--- src/rtl/lock_pkg.sv ---
`default_nettype none

package lock_pkg;

    typedef logic [3:0]  digit_t;
    typedef logic [11:0] code_t;      // oldest digit in top nibble
    typedef logic [7:0]  secs_t;      // two bcd digits

    typedef enum logic [2:0] {
        KEY_DIGIT,
        KEY_ENTER,
        KEY_BACK,
        KEY_CLEAR,
        KEY_SET
    } key_kind_t;

    typedef enum logic [1:0] {
        ENTRY,
        SET_ENTRY,
        OPEN,
        LOCKOUT
    } lock_state_t;

    typedef struct packed {
        logic      valid;
        key_kind_t kind;
        digit_t    digit;
    } key_evt_t;

    typedef struct packed {
        code_t      value;
        logic [1:0] count;            // digits held
    } entry_t;

    localparam digit_t DIGIT_BLANK = 4'hF;
    localparam code_t  CODE_BLANK  = {3{DIGIT_BLANK}};
    localparam code_t  GLYPH_PASS  = 12'hBCC;
    localparam code_t  GLYPH_SET   = 12'hDDD;
    localparam code_t  RESET_CODE  = 12'h246;
    localparam int     MAX_TRIES   = 3;

    // lockout start per lockout count, last entry repeats
    localparam logic [3:0][7:0] LOCKOUT_SECS = {8'h60, 8'h20, 8'h10, 8'h05};

    // keypad bit positions of the command keys
    localparam int KEY_BIT_ENTER = 0;
    localparam int KEY_BIT_SET   = 4;
    localparam int KEY_BIT_CLEAR = 8;
    localparam int KEY_BIT_BACK  = 12;

    localparam logic [15:0] KEY_MAP_MASK = 16'hFFF9;   // bits 1 and 2 unused
    // digit per keypad bit, F where no digit
    localparam logic [15:0][3:0] KEY_DIGIT_MAP = 64'h789F_456F_123F_0FFF;

    localparam logic [2:0] DISP_ENTRY = 3'd0;
    localparam logic [2:0] DISP_PASS  = 3'd1;
    localparam logic [2:0] DISP_SET   = 3'd2;
    localparam logic [2:0] DISP_BLANK = 3'd3;
    localparam logic [2:0] DISP_LOCK  = 3'd4;

endpackage

`default_nettype wire

--- src/rtl/tone_pkg.sv ---
`default_nettype none

package tone_pkg;

    localparam int SEC_CYCLES = 100;   // one simulated second

    typedef logic [$clog2(SEC_CYCLES)-1:0] presc_t;
    typedef logic [7:0] tone_cnt_t;

    typedef enum logic [1:0] {
        TONE_CLICK,
        TONE_PASS,
        TONE_FAIL,
        TONE_TICK
    } tone_sel_t;

    typedef struct packed {
        logic      req;
        tone_sel_t sel;
    } tone_req_t;

    // indexed by tone_sel_t
    localparam logic [3:0][7:0] TONE_HALF = {8'd4, 8'd8, 8'd2, 8'd4};
    localparam logic [3:0][7:0] TONE_LEN  = {8'd10, 8'd40, 8'd60, 8'd20};

    // fail tone is quiet over its middle quarter
    localparam tone_cnt_t FAIL_QUIET_LO = 8'd15;
    localparam tone_cnt_t FAIL_QUIET_HI = 8'd25;

endpackage

`default_nettype wire

--- src/rtl/keypad_decoder.sv ---
`timescale 1ns/1ns
`default_nettype none

module keypad_decoder (
    input  logic               clk,
    input  logic               arst_n,
    input  logic [15:0]        keypad,
    output lock_pkg::key_evt_t key_evt
);
    import lock_pkg::*;

    logic [15:0] kp_q;            // sampled keypad word
    logic [15:0] kp_prev;
    logic        one_hot;
    logic        mapped;
    key_evt_t    evt_d;

    assign one_hot = (kp_q != 16'h0000) && ((kp_q & (kp_q - 16'd1)) == 16'h0000);
    assign mapped  = (kp_q & ~KEY_MAP_MASK) == 16'h0000;

    always_comb begin
        evt_d       = '0;
        evt_d.kind  = KEY_DIGIT;
        evt_d.digit = DIGIT_BLANK;
        for (int i = 0; i < 16; i++) begin
            if (kp_q[i]) begin
                evt_d.digit = KEY_DIGIT_MAP[i];
            end
        end
        if (kp_q[KEY_BIT_ENTER]) evt_d.kind = KEY_ENTER;
        else if (kp_q[KEY_BIT_SET]) evt_d.kind = KEY_SET;
        else if (kp_q[KEY_BIT_CLEAR]) evt_d.kind = KEY_CLEAR;
        else if (kp_q[KEY_BIT_BACK]) evt_d.kind = KEY_BACK;
        evt_d.valid = (kp_q != kp_prev) && one_hot && mapped;
    end

    always_ff @(posedge clk or negedge arst_n) begin
        if (!arst_n) begin
            kp_q    <= '0;
            kp_prev <= '0;
            key_evt <= '0;
        end else begin
            kp_q    <= keypad;
            kp_prev <= kp_q;
            key_evt <= evt_d;     // one cycle per new press
        end
    end

endmodule

`default_nettype wire

--- src/rtl/code_entry.sv ---
`timescale 1ns/1ns
`default_nettype none

module code_entry (
    input  logic               clk,
    input  logic               arst_n,
    input  lock_pkg::key_evt_t op,
    input  logic               clear,
    output lock_pkg::entry_t   entry
);
    import lock_pkg::*;

    logic wipe;

    assign wipe = clear || (op.valid && op.kind == KEY_CLEAR);

    always_ff @(posedge clk or negedge arst_n) begin
        if (!arst_n) begin
            entry.value <= CODE_BLANK;
            entry.count <= 2'd0;
        end else if (wipe) begin
            entry.value <= CODE_BLANK;
            entry.count <= 2'd0;
        end else if (op.valid) begin
            case (op.kind)
                KEY_DIGIT: begin
                    if (entry.count != 2'd3) begin    // full entry ignores digits
                        entry.value <= {entry.value[7:0], op.digit};
                        entry.count <= entry.count + 2'd1;
                    end
                end
                KEY_BACK: begin
                    if (entry.count != 2'd0) begin
                        entry.value <= {DIGIT_BLANK, entry.value[11:4]};   // drop newest
                        entry.count <= entry.count - 2'd1;
                    end
                end
                default: begin
                end
            endcase
        end
    end

endmodule

`default_nettype wire

--- src/rtl/lock_ctrl.sv ---
`timescale 1ns/1ns
`default_nettype none

module lock_ctrl (
    input  logic                clk,
    input  logic                arst_n,
    input  lock_pkg::key_evt_t  key_evt,
    input  lock_pkg::entry_t    entry,
    output lock_pkg::key_evt_t  entry_op,
    output logic                entry_clear,
    output logic                timer_start,
    output lock_pkg::secs_t     timer_secs,
    input  logic                remaining_done,
    input  logic                sec_tick,
    output tone_pkg::tone_req_t tone,
    input  logic                tone_ack,
    output logic [2:0]          disp_mode,
    output logic                unlocked
);
    import lock_pkg::*;
    import tone_pkg::*;

    lock_state_t state;
    code_t       stored_code;
    logic [1:0]  tries;
    logic [1:0]  lockouts;        // saturates at table end
    logic        pend_valid;      // pass or fail waiting for idle
    tone_sel_t   pend_sel;

    logic        editing;
    logic        enter_full;
    logic        match;
    logic        miss;
    logic        last_miss;
    logic        store;
    logic        set_key;
    logic        relock;
    logic        click;
    logic        alarm;
    tone_sel_t   alarm_sel;

    assign editing    = (state == ENTRY) || (state == SET_ENTRY);
    assign enter_full = key_evt.valid && key_evt.kind == KEY_ENTER && editing
                        && entry.count == 2'd3;
    assign match      = enter_full && state == ENTRY && entry.value == stored_code;
    assign miss       = enter_full && state == ENTRY && entry.value != stored_code;
    assign last_miss  = miss && tries == 2'(MAX_TRIES - 1);
    assign store      = enter_full && state == SET_ENTRY;
    assign set_key    = key_evt.valid && editing && key_evt.kind == KEY_SET;
    assign relock     = key_evt.valid && state == OPEN && key_evt.kind == KEY_CLEAR;

    always_comb begin
        entry_op       = key_evt;
        entry_op.valid = key_evt.valid && editing &&
                         (key_evt.kind == KEY_DIGIT || key_evt.kind == KEY_BACK ||
                          key_evt.kind == KEY_CLEAR);
    end

    assign entry_clear = enter_full || set_key || relock || (remaining_done && state == LOCKOUT);
    assign timer_start = last_miss;
    assign timer_secs  = LOCKOUT_SECS[lockouts];

    assign click     = entry_op.valid || set_key || enter_full || relock;
    assign alarm     = match || store || miss;
    assign alarm_sel = miss ? TONE_FAIL : TONE_PASS;

    always_ff @(posedge clk or negedge arst_n) begin
        if (!arst_n) begin
            state       <= ENTRY;
            stored_code <= RESET_CODE;
            tries       <= 2'd0;
            lockouts    <= 2'd0;
            disp_mode   <= DISP_BLANK;
            unlocked    <= 1'b0;
        end else begin
            case (state)
                ENTRY: begin
                    if (match) begin
                        state     <= OPEN;
                        disp_mode <= DISP_PASS;
                        unlocked  <= 1'b1;
                        tries     <= 2'd0;
                    end else if (last_miss) begin
                        state     <= LOCKOUT;
                        disp_mode <= DISP_LOCK;
                        tries     <= 2'd0;
                        if (lockouts != 2'd3) lockouts <= lockouts + 2'd1;
                    end else if (miss) begin
                        disp_mode <= DISP_BLANK;
                        tries     <= tries + 2'd1;
                    end else if (set_key) begin
                        state     <= SET_ENTRY;
                        disp_mode <= DISP_SET;
                    end else if (entry_op.valid) begin
                        disp_mode <= DISP_ENTRY;
                    end
                end
                SET_ENTRY: begin
                    if (store) begin
                        stored_code <= entry.value;
                        state       <= ENTRY;
                        disp_mode   <= DISP_BLANK;
                        tries       <= 2'd0;
                    end else if (set_key) begin
                        disp_mode <= DISP_SET;     // restart set entry
                    end else if (entry_op.valid) begin
                        disp_mode <= DISP_ENTRY;
                    end
                end
                OPEN: begin
                    if (relock) begin
                        state     <= ENTRY;
                        disp_mode <= DISP_BLANK;
                        unlocked  <= 1'b0;
                    end
                end
                LOCKOUT: begin
                    if (remaining_done) begin
                        state     <= ENTRY;
                        disp_mode <= DISP_BLANK;
                    end
                end
                default: state <= ENTRY;
            endcase
        end
    end

    // four-phase tone handshake, busy drops clicks and ticks
    always_ff @(posedge clk or negedge arst_n) begin
        if (!arst_n) begin
            tone.req   <= 1'b0;
            tone.sel   <= TONE_CLICK;
            pend_valid <= 1'b0;
            pend_sel   <= TONE_CLICK;
        end else begin
            if (alarm) begin
                pend_valid <= 1'b1;
                pend_sel   <= alarm_sel;
            end
            if (tone.req) begin
                if (tone_ack) tone.req <= 1'b0;
            end else if (!tone_ack) begin
                if (alarm || pend_valid) begin
                    tone.req   <= 1'b1;
                    tone.sel   <= alarm ? alarm_sel : pend_sel;
                    pend_valid <= 1'b0;
                end else if (sec_tick) begin
                    tone.req <= 1'b1;
                    tone.sel <= TONE_TICK;
                end else if (click) begin
                    tone.req <= 1'b1;
                    tone.sel <= TONE_CLICK;
                end
            end
        end
    end

endmodule

`default_nettype wire

--- src/rtl/lockout_timer.sv ---
`timescale 1ns/1ns
`default_nettype none

module lockout_timer (
    input  logic            clk,
    input  logic            arst_n,
    input  logic            start,
    input  lock_pkg::secs_t secs,
    output lock_pkg::secs_t remaining,
    output logic            sec_tick,
    output logic            done
);
    import tone_pkg::*;

    presc_t presc;
    logic   running;

    always_ff @(posedge clk or negedge arst_n) begin
        if (!arst_n) begin
            remaining <= 8'h00;
            presc     <= '0;
            running   <= 1'b0;
            sec_tick  <= 1'b0;
            done      <= 1'b0;
        end else begin
            sec_tick <= 1'b0;
            done     <= 1'b0;
            if (start) begin
                remaining <= secs;
                presc     <= '0;
                running   <= 1'b1;
            end else if (running) begin
                if (presc == presc_t'(SEC_CYCLES - 1)) begin
                    presc    <= '0;
                    sec_tick <= 1'b1;
                    if (remaining[3:0] == 4'd0) begin
                        remaining <= {remaining[7:4] - 4'd1, 4'd9};   // borrow from tens
                    end else begin
                        remaining <= remaining - 8'd1;
                    end
                    if (remaining == 8'h01) begin       // last second
                        running <= 1'b0;
                        done    <= 1'b1;
                    end
                end else begin
                    presc <= presc + presc_t'(1);
                end
            end
        end
    end

endmodule

`default_nettype wire

--- src/rtl/tone_gen.sv ---
`timescale 1ns/1ns
`default_nettype none

module tone_gen (
    input  logic                clk,
    input  logic                arst_n,
    input  tone_pkg::tone_req_t tone,
    output logic                tone_ack,
    output logic                buzzer
);
    import tone_pkg::*;

    typedef enum logic [1:0] {
        TG_IDLE,
        TG_PLAY,
        TG_ACK
    } tg_state_t;

    tg_state_t state;
    tone_sel_t sel_q;
    tone_cnt_t len_cnt;
    tone_cnt_t half_cnt;
    logic      quiet;

    assign quiet = (sel_q == TONE_FAIL) && (len_cnt >= FAIL_QUIET_LO)
                   && (len_cnt < FAIL_QUIET_HI);

    always_ff @(posedge clk or negedge arst_n) begin
        if (!arst_n) begin
            state    <= TG_IDLE;
            sel_q    <= TONE_CLICK;
            len_cnt  <= '0;
            half_cnt <= '0;
            tone_ack <= 1'b0;
            buzzer   <= 1'b0;
        end else begin
            case (state)
                TG_IDLE: begin
                    if (tone.req) begin
                        sel_q    <= tone.sel;     // held for the whole pattern
                        len_cnt  <= '0;
                        half_cnt <= '0;
                        state    <= TG_PLAY;
                    end
                end
                TG_PLAY: begin
                    len_cnt <= len_cnt + 8'd1;
                    if (half_cnt == TONE_HALF[sel_q] - 8'd1) begin
                        half_cnt <= '0;
                        buzzer   <= quiet ? 1'b0 : ~buzzer;
                    end else begin
                        half_cnt <= half_cnt + 8'd1;
                        if (quiet) buzzer <= 1'b0;
                    end
                    if (len_cnt == TONE_LEN[sel_q] - 8'd1) begin
                        buzzer   <= 1'b0;
                        tone_ack <= 1'b1;
                        state    <= TG_ACK;
                    end
                end
                TG_ACK: begin
                    if (!tone.req) begin  // req dropped, close handshake
                        tone_ack <= 1'b0;
                        state    <= TG_IDLE;
                    end
                end
                default: state <= TG_IDLE;
            endcase
        end
    end

endmodule

`default_nettype wire

--- src/rtl/code_lock.sv ---
`timescale 1ns/1ns
`default_nettype none

module code_lock (
    input  logic            clk,
    input  logic            arst_n,
    input  logic [15:0]     keypad,
    output lock_pkg::code_t display,
    output logic            unlocked,
    output logic            buzzer
);
    import lock_pkg::*;
    import tone_pkg::*;

    key_evt_t   key_evt;
    key_evt_t   entry_op;
    entry_t     entry;
    logic       entry_clear;
    logic       timer_start;
    secs_t      timer_secs;
    secs_t      remaining;
    logic       sec_tick;
    logic       timer_done;
    tone_req_t  tone;
    logic       tone_ack;
    logic [2:0] disp_mode;

    keypad_decoder keypad_decoder_inst (
        .clk     (clk),
        .arst_n  (arst_n),
        .keypad  (keypad),
        .key_evt (key_evt)
    );

    code_entry code_entry_inst (
        .clk    (clk),
        .arst_n (arst_n),
        .op     (entry_op),
        .clear  (entry_clear),
        .entry  (entry)
    );

    lock_ctrl lock_ctrl_inst (
        .clk            (clk),
        .arst_n         (arst_n),
        .key_evt        (key_evt),
        .entry          (entry),
        .entry_op       (entry_op),
        .entry_clear    (entry_clear),
        .timer_start    (timer_start),
        .timer_secs     (timer_secs),
        .remaining_done (timer_done),
        .sec_tick       (sec_tick),
        .tone           (tone),
        .tone_ack       (tone_ack),
        .disp_mode      (disp_mode),
        .unlocked       (unlocked)
    );

    lockout_timer lockout_timer_inst (
        .clk       (clk),
        .arst_n    (arst_n),
        .start     (timer_start),
        .secs      (timer_secs),
        .remaining (remaining),
        .sec_tick  (sec_tick),
        .done      (timer_done)
    );

    tone_gen tone_gen_inst (
        .clk      (clk),
        .arst_n   (arst_n),
        .tone     (tone),
        .tone_ack (tone_ack),
        .buzzer   (buzzer)
    );

    always_comb begin
        case (disp_mode)
            DISP_ENTRY: display = entry.value;
            DISP_PASS:  display = GLYPH_PASS;
            DISP_SET:   display = GLYPH_SET;
            DISP_LOCK:  display = {DIGIT_BLANK, remaining};   // seconds right-aligned
            default:    display = CODE_BLANK;
        endcase
    end

endmodule

`default_nettype wire

--- config.mk ---
export PLATFORM = sky130hd
export DESIGN_NAME = code_lock
export DESIGN_NICKNAME = d
export VERILOG_FILES = /design/src/rtl/lock_pkg.sv /design/src/rtl/tone_pkg.sv /design/src/rtl/keypad_decoder.sv /design/src/rtl/code_entry.sv /design/src/rtl/lock_ctrl.sv /design/src/rtl/lockout_timer.sv /design/src/rtl/tone_gen.sv /design/src/rtl/code_lock.sv
export SDC_FILE = /design/constraint.sdc
export NUM_CORES = 1
export LEC_CHECK = 0
export BUFFER_PORTS_ARGS = -buffer_cell sky130_fd_sc_hd__buf_2
export CORE_UTILIZATION = 55
export CTS_BUF_LIST = sky130_fd_sc_hd__clkbuf_8
export CTS_CLUSTER_SIZE = 8
export DETAILED_ROUTE_END_ITERATION = 10
export PLACE_DENSITY = 0.7
export SYNTH_ARGS = -nofsm -noshare
export SYNTH_HDL_FRONTEND = slang
export SYNTH_SLANG_ARGS = --single-unit
--- constraint.sdc ---
create_clock -name clk -period 4.6 [get_ports clk]
set_clock_uncertainty 0.1 [all_clocks]
set_input_delay 0.92 -clock clk [delete_from_list [all_inputs] [get_ports clk]]
set_output_delay 0.92 -clock clk [all_outputs]
set_load 0.02 [all_outputs]
=== Word-level counts from Yosys, hierarchy flattened ===
Index checks and enable logic that the tools add are counted.

* Bits in registers: 122
* Logic and storage cells: 249
* Input port bits: 18
* Output and inout bits: 14

* Add/sub/neg operators: 12
* Bitwise logic cells: 5
* Muxes and demuxes: 98
* Equality and inequality tests: 36
* Reductions and logical operators: 66
* $lt $le $gt $ge: 4

{| class="wikitable"
|+ Operators with widths
! kind !! count
|-
| 2-to-1 mux 8 bit || 9
|-
| 2-to-1 mux 14 bit || 4
|-
| 2-to-1 mux 4 bit || 13
|-
| binary-select mux 8 bit (select 2 bit) || 3
|-
| one-hot mux 12 bit (4 select lines) || 1
|-
| 2-to-1 mux 3 bit || 15
|-
| zero test 16 bit || 2
|-
| 2-to-1 mux 2 bit || 16
|-
| one-hot mux 8 bit (2 select lines) || 2
|-
| one-hot mux 14 bit (2 select lines) || 1
|-
| 2-to-1 mux 1 bit || 25
|-
| subtractor 8 x 1 -> 8 bit, second input constant || 3
|-
| 2-to-1 mux 7 bit || 3
|-
| logical AND 1 bit || 20
|-
| adder 8 x 1 -> 8 bit, second input constant || 2
|-
| bitwise AND 16 bit || 1
|-
| equality test 8 bit || 2
|-
| != test 16 bit || 1
|-
| nonzero test 16 bit || 1
|-
| nonzero test 2 bit || 8
|-
| subtractor 16 x 1 -> 16 bit, second input constant || 1
|-
| AND reduction 3 bit || 5
|-
| logical OR 1 bit || 13
|-
| equality test 12 bit || 1
|-
| other kinds (33) || 69
|}

=== Logic depth before layout (Yosys ltp) ===
Gate-level depths: netlist (run 1).

* Depth after elaboration: 13
* Mapped depth: 8
* Mapped depth without buffers: 7

=== Cells and area by module ===
From an unflattened synthesis (run 1), not the netlist that was laid out.

* Cells, all modules: 617
* Area, all modules: 6576.3 um2

{| class="wikitable"
|+ By module, submodules not included
! module !! instances !! area an instance (um2) !! cells an instance !! sequential area each (um2)
|-
| lock_ctrl || 1 || 1657.8 || 149 || 708.2
|-
| keypad_decoder || 1 || 1552.7 || 123 || 1001.0
|-
| tone_gen || 1 || 1323.8 || 137 || 550.5
|-
| lockout_timer || 1 || 1062.3 || 101 || 450.4
|-
| code_entry || 1 || 777.0 || 73 || 365.4
|-
| code_lock || 1 || 202.7 || 34 || 0.0
|}

=== Least setup slack after synthesis (run 1) ===
OpenSTA, ideal clock, no wires.

* Path type: reg2out
* Start: register lock_ctrl_inst.disp_mode[1]
* End: output display[5]
* Data arrival time: 1.354 ns
* Stages on the path, launching flop included: 6
* Setup slack: 2.226 ns
* Data required time: 3.580 ns
* Buffers on the path: 1
* Cell sequence: dfstp_2 clkbuf_1 inv_1 nand3_1 a21oi_1 a21oi_1

* Longest elaborated chain between the ends: 2
* Elaborated cells on any way between the ends: 5

{| class="wikitable"
|+ RTL lines
! item !! line !! text
|-
| from (decl) || lock_ctrl.sv:17 || <nowiki>output logic [2:0] disp_mode,</nowiki>
|-
| from (signal assigned) || lock_ctrl.sv:73 || <nowiki>disp_mode <= DISP_BLANK;</nowiki>
|-
| from (signal assigned) || lock_ctrl.sv:80 || <nowiki>disp_mode <= DISP_PASS;</nowiki>
|-
| from (signal assigned) || lock_ctrl.sv:85 || <nowiki>disp_mode <= DISP_LOCK;</nowiki>
|-
| equality test 3 bit (tied with other cells) || code_lock.sv:79 || <nowiki>case (disp_mode)</nowiki>
|-
| one-hot mux 12 bit (4 select lines) * || code_lock.sv:79 ||
|-
| to (decl) || code_lock.sv:8 || <nowiki>output lock_pkg::code_t display,</nowiki>
|}

Every way passes the cells marked *; elsewhere a longest branch is shown, timed or not.

=== Worst setup path in the final report (run 1) ===
* Start: register, netlist name code_entry_inst.entry[7]
* End: register lockout_timer_inst.remaining[4]

* Longest elaborated chain between the ends: 5
* Elaborated cells on any way between the ends: 7

{| class="wikitable"
|+ RTL lines
! item !! line !! text
|-
| != test 12 bit * || lock_ctrl.sv:46 || <nowiki>assign miss = enter_full && state == ENTRY && entry.value != stored_code;</nowiki>
|-
| logical AND 1 bit * || lock_ctrl.sv:46 ||
|-
| logical AND 1 bit * || lock_ctrl.sv:47 || <nowiki>assign last_miss = miss && tries == 2'(MAX_TRIES - 1);</nowiki>
|-
| nonzero test 2 bit (no line) || n/a ||
|-
| AND reduction 2 bit (no line) || n/a ||
|-
| to (signal assigned) || lockout_timer.sv:29 || <nowiki>remaining <= secs;</nowiki>
|-
| to (signal assigned) || lockout_timer.sv:37 || <nowiki>remaining <= {remaining[7:4] - 4'd1, 4'd9};</nowiki>
|-
| to (signal assigned) || lockout_timer.sv:39 || <nowiki>remaining <= remaining - 8'd1;</nowiki>
|-
| to (decl) || lockout_timer.sv:9 || <nowiki>output lock_pkg::secs_t remaining,</nowiki>
|}

Marks and branches as above.
A chain may end at the register's enable or synchronous reset.

==> impl_metrics.sql, run 1 <==
INSERT INTO impl_metrics (metric_group, metric, value, unit) VALUES
('clocking', 'cts_resized', '0', ''),
('synthesis', 'postSynth.topFlopCell', 'dfrtp_1', ''),
('layout', 'syn2layout_area_growth', '10.8', '%'),
('global_routing', 'global_route.usage.total', '0.239', ''),
('setup_path', 'reg2reg_to', 'lockout_timer_inst.remaining[4]$_DFFE_PN0P_', ''),
('synthesis', 'number_of_warnings_reported_in_the_yosys_synthesis_log', '0', ''),
('routing', 'postRouteWirelength', '12300', 'um'),
('setup_path', 'r2r_start', 'code_entry_inst.entry[7]$_DFFE_PN1P_', ''),
('clocking', 'postCtsHoldBufs', '0', ''),
('clocking', 'clk_pin_slew_worst_paths', '0.08', 'ns'),
('clocking', 'cts_root_buf', 'clkbuf_8', ''),
('layout', 'drive_above_1_share', '0.180', ''),
('setup_path', 'timing.critical_path.to_type', 'flip-flop', ''),
('floorplan', 'die_height', '106', 'um'),
('synthesis', 'synth_top_family_by_area', 'simple AND/OR/NAND/NOR gates', ''),
('routing', 'drt_first_iter_violations', '332', ''),
('synthesis', 'synth_adder_area_share', '0.0272', ''),
('routing', 'drtPass1Iterations', '6', ''),
('clocking', 'setup_repair_bufs_after_cts', '0', ''),
('clocking', 'cts-htree-levels', '4', ''),
('floorplan', 'number_of_primary_i_o_pins', '32', ''),
('setup_path', 'crit_path_cell_trace', 'xnor2_1, nand4_1, nor3_1, nor2_2, mux2_2', ''),
('sta', 'timing_worst_slew_pin_value', '1.16', 'ns'),
('sta', 'hold_viol', '0', ''),
('synthesis', 'synth_xor_area_frac', '0.0702', ''),
('routing', 'drt_drc_violations_left', '0', ''),
('hold_path', 'timing.hold.worst.start', 'keypad_decoder_inst.kp_q[1]$_DFF_PN0_', ''),
('synthesis', 'muxShareOfSynthArea', '0.0508', ''),
('floorplan', 'die_area', '0.0113', 'sq mm'),
('sta', 'totalNegativeSetupSlack', '0', 'ns'),
('setup_path', 'worst_setup_path_start_kind', 'flip-flop', ''),
('clocking', 'clock_latency', '0.44', 'ns'),
('synthesis', 'synth.lib_cells_used.distinct', '64', ''),
('clocking', 'clock_tree_from_tritoncts', 'built', ''),
('setup_path', 'worst_ep_required_time', '4.82', 'ns'),
('synthesis', 'post_synth_and_or_nand_nor_area_fraction', '0.182', ''),
('layout', 'antenna_cells', '0', ''),
('routing', 'antenna_violating_nets_remaining', '0', ''),
('global_routing', 'grt_antenna_before_repair', '0', ''),
('global_routing', 'grt_start_max_net_pins', '49', ''),
('synthesis', 'synth_cells', '575', ''),
('power', 'fin_total_pwr', '2.37', 'mW'),
('layout', 'layout.core_utilization', '0.634', ''),
('synthesis', 'post_synth_design_cell_area', '0.00599', 'sq mm'),
('synthesis', 'seq_area_frac_synth', '0.513', ''),
('hold_path', 'worstHoldPathType', 'reg -> reg', ''),
('global_routing', 'overflow', '0', ''),
('floorplan', 'initial_utilization', '0.572', ''),
('synthesis', 'synth-edff-count', '0', ''),
('power', 'power.share.switching', '0.272', ''),
('routing', 'route.detailed.vias_per_inst', '5.89', ''),
('synthesis', 'synth_largest_type_area_fraction', '0.435', ''),
('layout', 'num-nets-final', '635', ''),
('status', 'outcome', 'finished clean', ''),
('floorplan', 'core_area', '0.0105', 'sq mm'),
('synthesis', 'synth_area_per_cell', '10.4', 'sq um'),
('power', 'comb_power_share', '0.099', ''),
('placed_design', 'buffer_ports.inserted', '31', ''),
('hold_path', 'whs_endpoint', 'keypad_decoder_inst.kp_prev[1]$_DFF_PN0_', ''),
('clocking', 'clock_sink_count', '122', ''),
('routing', 'detail_route.wl_per_cell', '16.4', 'um'),
('clocking', 'cts_made_buffers', '17', ''),
('synthesis', 'most_frequent_cell_after_synthesis', 'dfrtp_1', ''),
('placed_design', 'dp.final_hpwl', '8450', 'um'),
('setup_path', 'critPathArrivalTime', '3.02', 'ns'),
('synthesis', 'yosys-top-cells-area', 'dfrtp_1 (43%), dfstp_2 (7.9%), xor2_1 (3.9%)', ''),
('hold_path', 'worstHoldPathCells', '0', ''),
('sta', 'grt_setup_unrepaired', 'false', ''),
('run', 'maxCapViolations', '0', ''),
('power', 'max-vdd-ir-drop', '275', 'uV'),
('sta', 'period_minus_slack', '2.80', 'ns');
==> state kept, by name, summed over array words and instances (netlist names) <==
signal	count
code_entry_inst.entry	14
lock_ctrl_inst.state	2
lock_ctrl_inst.stored_code	12
lock_ctrl_inst.tries	2
tone_gen_inst.buzzer	1
lockout_timer_inst.sec_tick	1
keypad_decoder_inst.kp_prev	16
tone_gen_inst.half_cnt	8
lock_ctrl_inst.tone	3
lockout_timer_inst.presc	7
lock_ctrl_inst.lockouts	2
lock_ctrl_inst.unlocked	1
tone_gen_inst.len_cnt	8
lockout_timer_inst.remaining	8
keypad_decoder_inst.kp_q	16
keypad_decoder_inst.key_evt	8
tone_gen_inst.state	2
tone_gen_inst.tone_ack	1
lockout_timer_inst.done	1
tone_gen_inst.sel_q	2
lock_ctrl_inst.disp_mode	3
lock_ctrl_inst.pend_valid	1
lock_ctrl_inst.pend_sel	2
lockout_timer_inst.running	1
==> area by class of cell <==
cell class,count,area [sq um]
inverters,17,63.8
fillers,863,3830
multi-input cells,413,2740
repair buffers,33,173
clock inverters,15,175
flip-flops and latches,122,3080
well taps,136,170
clock buffers,17,234
==> power by group through the flow <==
stage               sequential (mW)  clock, mW  combinational, mW
global placement               1.17          0              0.228
CTS                            1.15       1.00              0.236
finish                         1.15      0.983              0.234
floorplan                      1.14          0              0.156
global route                   1.15       1.05              0.259
detailed placement             1.17          0              0.234
==> cells in the final DEF, fill, tap and decap left out, types with 11 or more instances in the layout <==
cell type / instances
nand2_1: 53
nand2b_1: 11
nor3_1: 17
ha_1: 13
mux2_2: 19
buf_2: 30
xnor2_1: 21
a21oi_1: 15
dfstp_2: 18
nand3_1: 16
xor2_1: 27
dfrtp_1: 104
clkbuf_8: 17
inv_1: 19
nand4_1: 11
o21ai_0: 32
nor2_1: 51
==> kinds of logic (layout without fill, tap and decap cells) <==
logic type	after synthesis	count (layout)
xor gates and xnor gates	48	48
AOI/OAI and AO/OA	112	112
muxes	28	28
DFF	122	122
buffers and inverters	40	82
and+or+nand+nor	212	212
adders and majority gates	13	13
==> metrics by stage <==
step | cells | area (sq um) | hold slack [ns] | worst slack, ns
after floorplan | 575 | 5990 | 0.249 | 2.23
after detailed placement | 721 | 6220 | 0.341 | 1.82
after global placement | 721 | 6220 | 0.346 | 1.92
final | 753 | 6630 | 0.372 | 1.80
after CTS | 753 | 6630 | 0.365 | 1.79
after global routing | 753 | 6630 | 0.398 | 1.58
==> worst max-delay path by stage <==
stage / to / cells after the start / slack [ns] / start
after floorplan: display[5] / 5 / 2.23 / lock_ctrl_inst.disp_mode[1]$_DFFE_PN1P_
after global placement: lockout_timer_inst.remaining[5]$_DFFE_PN0P_ / 5 / 1.92 / code_entry_inst.entry[11]$_DFFE_PN1P_
after detailed placement: lockout_timer_inst.remaining[4]$_DFFE_PN0P_ / 5 / 1.82 / code_entry_inst.entry[7]$_DFFE_PN1P_
after CTS: lockout_timer_inst.remaining[4]$_DFFE_PN0P_ / 5 / 1.79 / code_entry_inst.entry[7]$_DFFE_PN1P_
after global routing: lockout_timer_inst.remaining[4]$_DFFE_PN0P_ / 5 / 1.58 / code_entry_inst.entry[7]$_DFFE_PN1P_
final: lockout_timer_inst.remaining[4]$_DFFE_PN0P_ / 5 / 1.80 / code_entry_inst.entry[7]$_DFFE_PN1P_
==> layer usage <==
layer / wire length [um] / vias up / track usage / share of wire
li1: - / 2110 / - / -
met4: 106 / 0 / 0.0744 / 0.0086
met2: 5930 / 108 / 0.378 / 0.48
met5: 0 / - / 0 / 0
met3: 509 / 10 / 0.0595 / 0.041
met1: 5800 / 2205 / 0.326 / 0.47
Power figures use the tool's default switching activity.
==> run 2, diff against run 1 <==
--- a/config.mk
+++ b/config.mk
@@ -10,7 +10,7 @@
 export CTS_BUF_LIST = sky130_fd_sc_hd__clkbuf_8
 export CTS_CLUSTER_SIZE = 8
 export DETAILED_ROUTE_END_ITERATION = 10
-export PLACE_DENSITY = 0.7
+export PLACE_DENSITY = 0.73
 export SYNTH_ARGS = -nofsm -noshare
 export SYNTH_HDL_FRONTEND = slang
 export SYNTH_SLANG_ARGS = --single-unit
==> constraint.sdc (replaced) <==
create_clock -name clk -period 2.5 [get_ports clk]
set_clock_uncertainty 0.1 [all_clocks]
set_input_delay 0.5 -clock clk [delete_from_list [all_inputs] [get_ports clk]]
set_output_delay 0.5 -clock clk [all_outputs]
set_load 0.02 [all_outputs]
==> run 2 against run 1 <==
Die area unchanged. Critical path depth unchanged. Non-clock buffer count up 15. Clock power up 100%. Largest power group unchanged. Wire length down 0.32%.
==> impl_metrics.sql, run 2 (same netlist as run 1, synthesis figures left out) <==
INSERT INTO impl_metrics (metric_group, metric, value, unit) VALUES
('setup_path', 'critical_path.max_stage_delay', '0.64', 'ns'),
('floorplan', 'number_of_primary_i_o_pins', '32', ''),
('sta', 'timing_worst_slew_pin_value', '0.888', 'ns'),
('setup_path', 'worst_ep_required_time', '1.90', 'ns'),
('setup_path', 'crit_path_cell_trace', 'inv_1, nand3_1, a21oi_1, a21oi_1, buf_2', ''),
('sta', 'clock.fmax', '436', 'MHz'),
('clocking', 'cts_made_buffers', '17', ''),
('routing', 'detail_route.wl_per_cell', '16.0', 'um'),
('global_routing', 'grt_pass1_wl', '21400', 'um'),
('power', 'power.share.switching', '0.251', ''),
('power', 'max-vdd-ir-drop', '468', 'uV'),
('status', 'outcome', 'finished clean', ''),
('layout', 'syn2layout_area_growth', '13.9', '%'),
('run', 'maxCapViolations', '0', ''),
('power', 'power_frac_seq', '0.467', ''),
('global_routing', 'first_global_vias', '4457', ''),
('setup_path', 'cp_slowest_cell', 'dfstp_2', ''),
('sta', 'totalNegativeSetupSlack', '0', 'ns'),
('power', 'power_switching', '1.14', 'mW'),
('floorplan', 'die_x', '106', 'um'),
('setup_path', 'worst_setup_path_start_kind', 'flip-flop', ''),
('clocking', 'clock_tree_from_tritoncts', 'built', ''),
('placed_design', 'dpl-instance-area', '0.00635', 'sq mm'),
('global_routing', 'global_route.usage.total', '0.249', ''),
('placed_design', 'placement.setup.worst_slack', '0.289', 'ns'),
('sta', 'min_period_over_period', '0.918', ''),
('sta', 'layout_setup_ws', '0.205', 'ns'),
('layout', 'drive_above_1_share', '0.199', ''),
('floorplan', 'core_area', '0.0105', 'sq mm'),
('setup_path', 'worst-setup-path-type', 'reg -> out', ''),
('layout', 'most-common-layout-cells', 'dfrtp_1 (103), nand2_1 (53), nor2_1 (51)', ''),
('clocking', 'cts_root_buf', 'clkbuf_8', ''),
('global_routing', 'grt_start_max_net_pins', '50', ''),
('sta', 'period_minus_slack', '2.29', 'ns'),
('layout', 'mostFrequentLayoutCell', 'dfrtp_1', ''),
('sta', 'hold_viol', '0', ''),
('layout', 'layout.core_utilization', '0.652', ''),
('clocking', 'clock_sink_count', '122', ''),
('placed_design', 'dp.final_hpwl', '8720', 'um'),
('placed_design', 'globalplace.congestion', '0.857', ''),
('clocking', 'clk_pin_slew_worst_paths', '0.07', 'ns'),
('floorplan', 'die_area', '0.0113', 'sq mm'),
('routing', 'route.detailed.vias_per_inst', '5.82', ''),
('sta', 'normalized_max_slew_margin', '0.407', ''),
('placed_design', 'buffer_ports.inserted', '31', ''),
('sta', 'grt_setup_unrepaired', 'false', ''),
('layout', 'stdcell_area', '0.00682', 'sq mm'),
('power', 'clock_power_share', '0.437', ''),
('routing', 'drt_first_iter_violations', '242', ''),
('sta', 'slew_viol_final', '0', ''),
('routing', 'antenna_violating_nets_remaining', '0', ''),
('routing', 'postRouteWirelength', '12300', 'um'),
('layout', 'antenna_cells', '0', ''),
('clocking', 'setup_repair_bufs_after_cts', '0', ''),
('floorplan', 'initial_utilization', '0.572', ''),
('routing', 'drt_drc_violations_left', '0', ''),
('floorplan', 'num_rows', '37', ''),
('setup_path', 'critPathArrivalTime', '1.69', 'ns'),
('routing', 'dr_total_vias', '4467', ''),
('power', 'power_leakage', '3.09', 'nW'),
('clocking', 'clock_latency', '0.45', 'ns'),
('power', 'power_density', '663', 'mW/mm^2'),
('clocking', 'clock_path_buffers', '2', ''),
('power', 'p_int', '3.38', 'mW'),
('global_routing', 'overflow', '0', ''),
('hold_path', 'worstHoldPathType', 'in -> reg', ''),
('global_routing', 'grt_antenna_before_repair', '0', ''),
('setup_path', 'timing.critical_path.to_type', 'output pin', ''),
('routing', 'drtPass1Iterations', '4', ''),
('floorplan', 'die_height', '106', 'um'),
('clocking', 'cts-htree-levels', '4', ''),
('layout', 'num-nets-final', '650', ''),
('setup_path', 'crit_path_max_fanout', '9', ''),
('sta', 'report.final.setup_viol', '0', ''),
('layout', 'biggest_regs', 'keypad_decoder_inst.kp_prev x16, keypad_decoder_inst.kp_q x16, code_entry_inst.entry x14', ''),
('setup_path', 'cp_common_cell', 'a21oi_1', ''),
('power', 'comb_power_share', '0.096', '');
run 2: changes by cell type in the layout (fill, tap and decap cells not counted), sizes merged:
cell	change
buf	+14
dlygate4sd3	+1
clkinv	-1
inv	-2
bufinv	+1
clkinvlp	-2
clkbuf	+4
run 2: area by class of cell:
class                           instances  area (sq um)
Multi-Input combinational cell        413          2740
Inverter                               17          63.8
Clock inverter                         11           168
Timing Repair Buffer                   48           313
Sequential cell                       122          3080
Fill cell                             835          3640
Tap cell                              136           170
Clock buffer                           21           289
run 2: critical path: cells and delay by family (launching register included):
family                 cells  cell delay (ns)
AO/OA/AOI/OAI              2             0.19
buffers and inverters      2             0.32
flip-flops                 1             0.64
AND/OR/NAND/NOR            1             0.11
run 2: timing repair:
| item | 4_1_cts | 5_1_grt |
|---|---|---|
| gates resized for setup | 0 | 1 |
| setup endpoints to repair | 0 | 2 |
| hold buffers | 1 | 0 |
| endpoints found under the hold margin | 22 | 0 |
run 2: power groups by stage:
stage	logic [mW]	clock network (mW)	registers (mW)
floorplan	0.287	0	2.11
global placement	0.426	0	2.14
detailed placement	0.435	0	2.15
CTS	0.439	2.03	2.11
global route	0.484	2.10	2.12
finish	0.434	1.98	2.11
run 2: stage by stage:
step           std cells  hold WS, ns  total power [mW]
2_1_floorplan        575        0.104              2.39
3_3_place_gp         735        0.332              2.57
3_5_place_dp         735        0.339              2.58
4_1_cts              768       0.0169              4.58
5_1_grt              768       0.0179              4.71
6_report             768       0.0555              4.52
run 2: path summary, 6_finish.rpt:
kind,cells past startpoint,slack (ns),end,from
max,5,0.21,display[5],lock_ctrl_inst.disp_mode[1]$_DFFE_PN1P_
max in group asynchronous,3,1.10,code_entry_inst.entry[2]$_DFFE_PN1P_,arst_n
min reg2reg,0,0.35,keypad_decoder_inst.kp_prev[1]$_DFF_PN0_,keypad_decoder_inst.kp_q[1]$_DFF_PN0_
min,1,0.06,keypad_decoder_inst.kp_q[12]$_DFF_PN0_,keypad[12]
min in group asynchronous,2,0.54,lockout_timer_inst.presc[4]$_DFFE_PN0P_,arst_n
max reg2reg,6,0.25,code_entry_inst.entry[1]$_DFFE_PN0P_,keypad_decoder_inst.key_evt[5]$_DFF_PN0_
run 2: routing by layer:
layer | global-route usage | vias up | share of wire
met4 | 0.146 | 0 | 0.030
met5 | 0 | - | 0
li1 | - | 2135 | -
met3 | 0.0607 | 27 | 0.034
met2 | 0.417 | 95 | 0.51
met1 | 0.290 | 2210 | 0.42
==> run 3, diff against run 2 <==
--- a/config.mk
+++ b/config.mk
@@ -6,11 +6,11 @@
 export NUM_CORES = 1
 export LEC_CHECK = 0
 export BUFFER_PORTS_ARGS = -buffer_cell sky130_fd_sc_hd__buf_2
-export CORE_UTILIZATION = 55
+export CORE_UTILIZATION = 30
 export CTS_BUF_LIST = sky130_fd_sc_hd__clkbuf_8
 export CTS_CLUSTER_SIZE = 8
 export DETAILED_ROUTE_END_ITERATION = 10
-export PLACE_DENSITY = 0.73
+export PLACE_DENSITY = 0.44
 export SYNTH_ARGS = -nofsm -noshare
 export SYNTH_HDL_FRONTEND = slang
 export SYNTH_SLANG_ARGS = --single-unit
==> run 3 against run 2 <==
Sequential share of layout area decreased by 0.61 points. Core utilization shrank 30 points. Die area up 82%. Non-clock buffer count stayed put. Global-route usage shrank 11 points. Register-to-register slack about the same. Wire length grew 8.0%. Maximum frequency about the same. Largest power group unchanged. Critical endpoint unchanged. Clock power fell by 10%. Design area increased by 1.4%. Highest routed layer unchanged. Critical path depth is the same. Clock-buffer cell count decreased by 4.
==> impl_metrics.sql, run 3 (same netlist as run 1, synthesis figures left out) <==
INSERT INTO impl_metrics (metric_group, metric, value, unit) VALUES
('status', 'outcome', 'finished clean', ''),
('sta', 'grt_setup_unrepaired', 'false', ''),
('layout', 'antenna_cells', '0', ''),
('floorplan', 'number_of_primary_i_o_pins', '32', ''),
('global_routing', 'grt_start_max_net_pins', '43', ''),
('routing', 'dr_total_vias', '4340', ''),
('layout', 'syn2layout_area_growth', '15.5', '%'),
('run', 'maxCapViolations', '0', ''),
('setup_path', 'worst_setup_path_start_kind', 'flip-flop', ''),
('clocking', 'clock_sink_count', '122', ''),
('routing', 'drt_first_iter_violations', '215', ''),
('sta', 'layout_setup_ws', '0.206', 'ns'),
('clocking', 'cts-htree-levels', '4', ''),
('setup_path', 'critical_path.max_stage_delay', '0.65', 'ns'),
('layout', 'most-common-layout-cells', 'dfrtp_1 (103), nand2_1 (53), nor2_1 (51)', ''),
('setup_path', 'r2r_start', 'tone_gen_inst.half_cnt[4]$_DFFE_PN0P_', ''),
('placed_design', 'placement.setup.worst_slack', '0.285', 'ns'),
('clocking', 'clock_tree_from_tritoncts', 'built', ''),
('setup_path', 'worst-path-buf-inv', '2', ''),
('global_routing', 'overflow', '0', ''),
('sta', 'totalNegativeSetupSlack', '0', 'ns'),
('floorplan', 'die_x', '143', 'um'),
('setup_path', 'reg2reg_slack', '0.26', 'ns'),
('floorplan', 'core_area', '0.0195', 'sq mm'),
('layout', 'mostFrequentLayoutCell', 'dfrtp_1', ''),
('sta', 'report.final.setup_viol', '0', ''),
('floorplan', 'initial_utilization', '0.307', ''),
('setup_path', 'timing.critical_path.to_type', 'output pin', ''),
('setup_path', 'worst-path-stages', '5', ''),
('layout', 'finalNonFillerCells', '897', ''),
('setup_path', 'worst-setup-path-type', 'reg -> out', ''),
('sta', 'min_period_over_period', '0.918', ''),
('setup_path', 'setup.worst_path.start', 'lock_ctrl_inst.disp_mode[1]$_DFFE_PN1P_', ''),
('layout', 'stdcell_area', '0.00692', 'sq mm'),
('routing', 'drt_drc_violations_left', '0', ''),
('placed_design', 'buffer_ports.inserted', '31', ''),
('clocking', 'clk_pin_slew_worst_paths', '0.10', 'ns'),
('global_routing', 'grt_pass1_wl', '22500', 'um'),
('floorplan', 'die_area', '0.0205', 'sq mm'),
('global_routing', 'grt_antenna_before_repair', '0', ''),
('sta', 'slew_viol_final', '0', ''),
('power', 'power_density', '624', 'mW/mm^2'),
('sta', 'timing_worst_slew_pin_value', '0.608', 'ns'),
('layout', 'biggest_regs', 'keypad_decoder_inst.kp_prev x16, keypad_decoder_inst.kp_q x16, code_entry_inst.entry x14', ''),
('global_routing', 'global_route.usage.total', '0.143', ''),
('sta', 'normalized_max_slew_margin', '0.591', ''),
('power', 'max-vdd-ir-drop', '297', 'uV'),
('routing', 'antenna_violating_nets_remaining', '0', ''),
('routing', 'postRouteWirelength', '13300', 'um'),
('setup_path', 'cpLargestDelayFamily', 'flip-flops', ''),
('clocking', 'clock_latency', '0.45', 'ns'),
('placed_design', 'placed_cells_incl_taps', '864', ''),
('power', 'power_leakage', '3.04', 'nW'),
('setup_path', 'cp_common_cell', 'a21oi_1', ''),
('power', 'fin_total_pwr', '4.32', 'mW'),
('setup_path', 'reg2reg_to', 'tone_gen_inst.buzzer$_DFFE_PN0P_', ''),
('global_routing', 'first_global_vias', '4418', ''),
('placed_design', 'globalplace.congestion', '0.766', ''),
('sta', 'clock.fmax', '436', 'MHz'),
('floorplan', 'num_rows', '51', ''),
('setup_path', 'cp_slowest_cell', 'dfstp_2', ''),
('setup_path', 'crit_path_max_fanout', '9', ''),
('layout', 'num-nets-final', '650', ''),
('layout', 'drive_above_1_share', '0.203', ''),
('clocking', 'setup_repair_bufs_after_cts', '0', ''),
('routing', 'route.detailed.vias_per_inst', '4.84', ''),
('clocking', 'cts_root_buf', 'clkbuf_8', ''),
('setup_path', 'worst_ep_required_time', '1.90', 'ns'),
('setup_path', 'critPathArrivalTime', '1.69', 'ns'),
('floorplan', 'die_height', '143', 'um'),
('setup_path', 'crit_path_cell_trace', 'inv_1, nand3_1, a21oi_1, a21oi_1, buf_2', ''),
('setup_path', 'critPathCapture', 'display[5]', ''),
('setup_path', 'ff2ff_path_depth', '4', ''),
('clocking', 'cts_made_buffers', '17', ''),
('routing', 'detail_route.wl_per_cell', '14.8', 'um'),
('routing', 'drtPass1Iterations', '4', ''),
('clocking', 'clock_path_buffers', '2', ''),
('sta', 'hold_viol', '0', ''),
('sta', 'period_minus_slack', '2.29', 'ns'),
('placed_design', 'dp.final_hpwl', '9610', 'um'),
('hold_path', 'worstHoldPathType', 'in -> reg', ''),
('placed_design', 'dpl-instance-area', '0.00650', 'sq mm');
-- run 3: cell types whose count changed in the layout (fill, tap and decap cells not counted), moves of 2 or more --
cell | previous run | this run
inv_6 | 1 | 5
clkinv_4 | 3 | 0
inv_8 | 0 | 6
clkbuf_8 | 21 | 17
bufinv_16 | 4 | 0
clkinv_8 | 0 | 3
inv_1 | 19 | 17
-- run 3: worst register-to-register path: cells and delay by family (launching register included) --
| kind | cells | cell delay (ns) |
|---|---|---|
| AO/OA/AOI/OAI | 2 | 0.45 |
| flip-flops | 1 | 0.44 |
| AND/OR/NAND/NOR | 2 | 1.15 |
-- run 3: power by group --
part | total, mW | internal [mW] | switching, mW
Sequential | 2.11 | 2.03 | 0.0775
Combinational | 0.427 | 0.156 | 0.270
Clock | 1.78 | 0.764 | 1.01
Total | 4.32 | 2.95 | 1.36
-- run 3: area by class of cell --
type	instances	area [sq um]
Clock buffer	17	234
Clock inverter	15	168
Fill cell	1998	12600
Inverter	17	63.8
Multi-Input combinational cell	413	2740
Sequential cell	122	3080
Tap cell	265	332
Timing Repair Buffer	48	300
-- run 3: metal layers --
layer  part of all wire  global-route usage  wire [um]
met5                  0                   0          0
met4              0.011              0.0515        140
met3              0.027              0.0327        365
met2               0.49               0.236       6470
met1               0.48               0.183       6310
-- run 3: repair_timing --
action                                 4_1_cts  5_1_grt
resized for setup                            0        1
hold buffers                                 1        0
endpoints found under the hold margin       36        0
setup endpoints to repair                    0        1
-- run 3: worst min path at each step --
| stage | start | end | slack (ns) | cells after the start |
|---|---|---|---|---|
| after detailed placement | keypad_decoder_inst.kp_q[2]$_DFF_PN0_ | keypad_decoder_inst.kp_prev[2]$_DFF_PN0_ | 0.34 | 0 |
| after global routing | keypad[11] | keypad_decoder_inst.kp_q[11]$_DFF_PN0_ | 0.01 | 1 |
| final | keypad[11] | keypad_decoder_inst.kp_q[11]$_DFF_PN0_ | 0.04 | 1 |
| after global placement | keypad_decoder_inst.kp_q[2]$_DFF_PN0_ | keypad_decoder_inst.kp_prev[2]$_DFF_PN0_ | 0.34 | 0 |
| after CTS | keypad[7] | keypad_decoder_inst.kp_q[7]$_DFF_PN0_ | 0.01 | 1 |
| after floorplan | arst_n | code_entry_inst.entry[0]$_DFFE_PN0P_ | 0.10 | 0 |
-- run 3: metrics by stage --
stage	utilization	hold WS [ns]
floorplan	-	0.104
global placement	0.333	0.339
detailed placement	0.333	0.340
CTS	0.354	0.0135
global route	0.354	0.0113
finish	0.354	0.0391
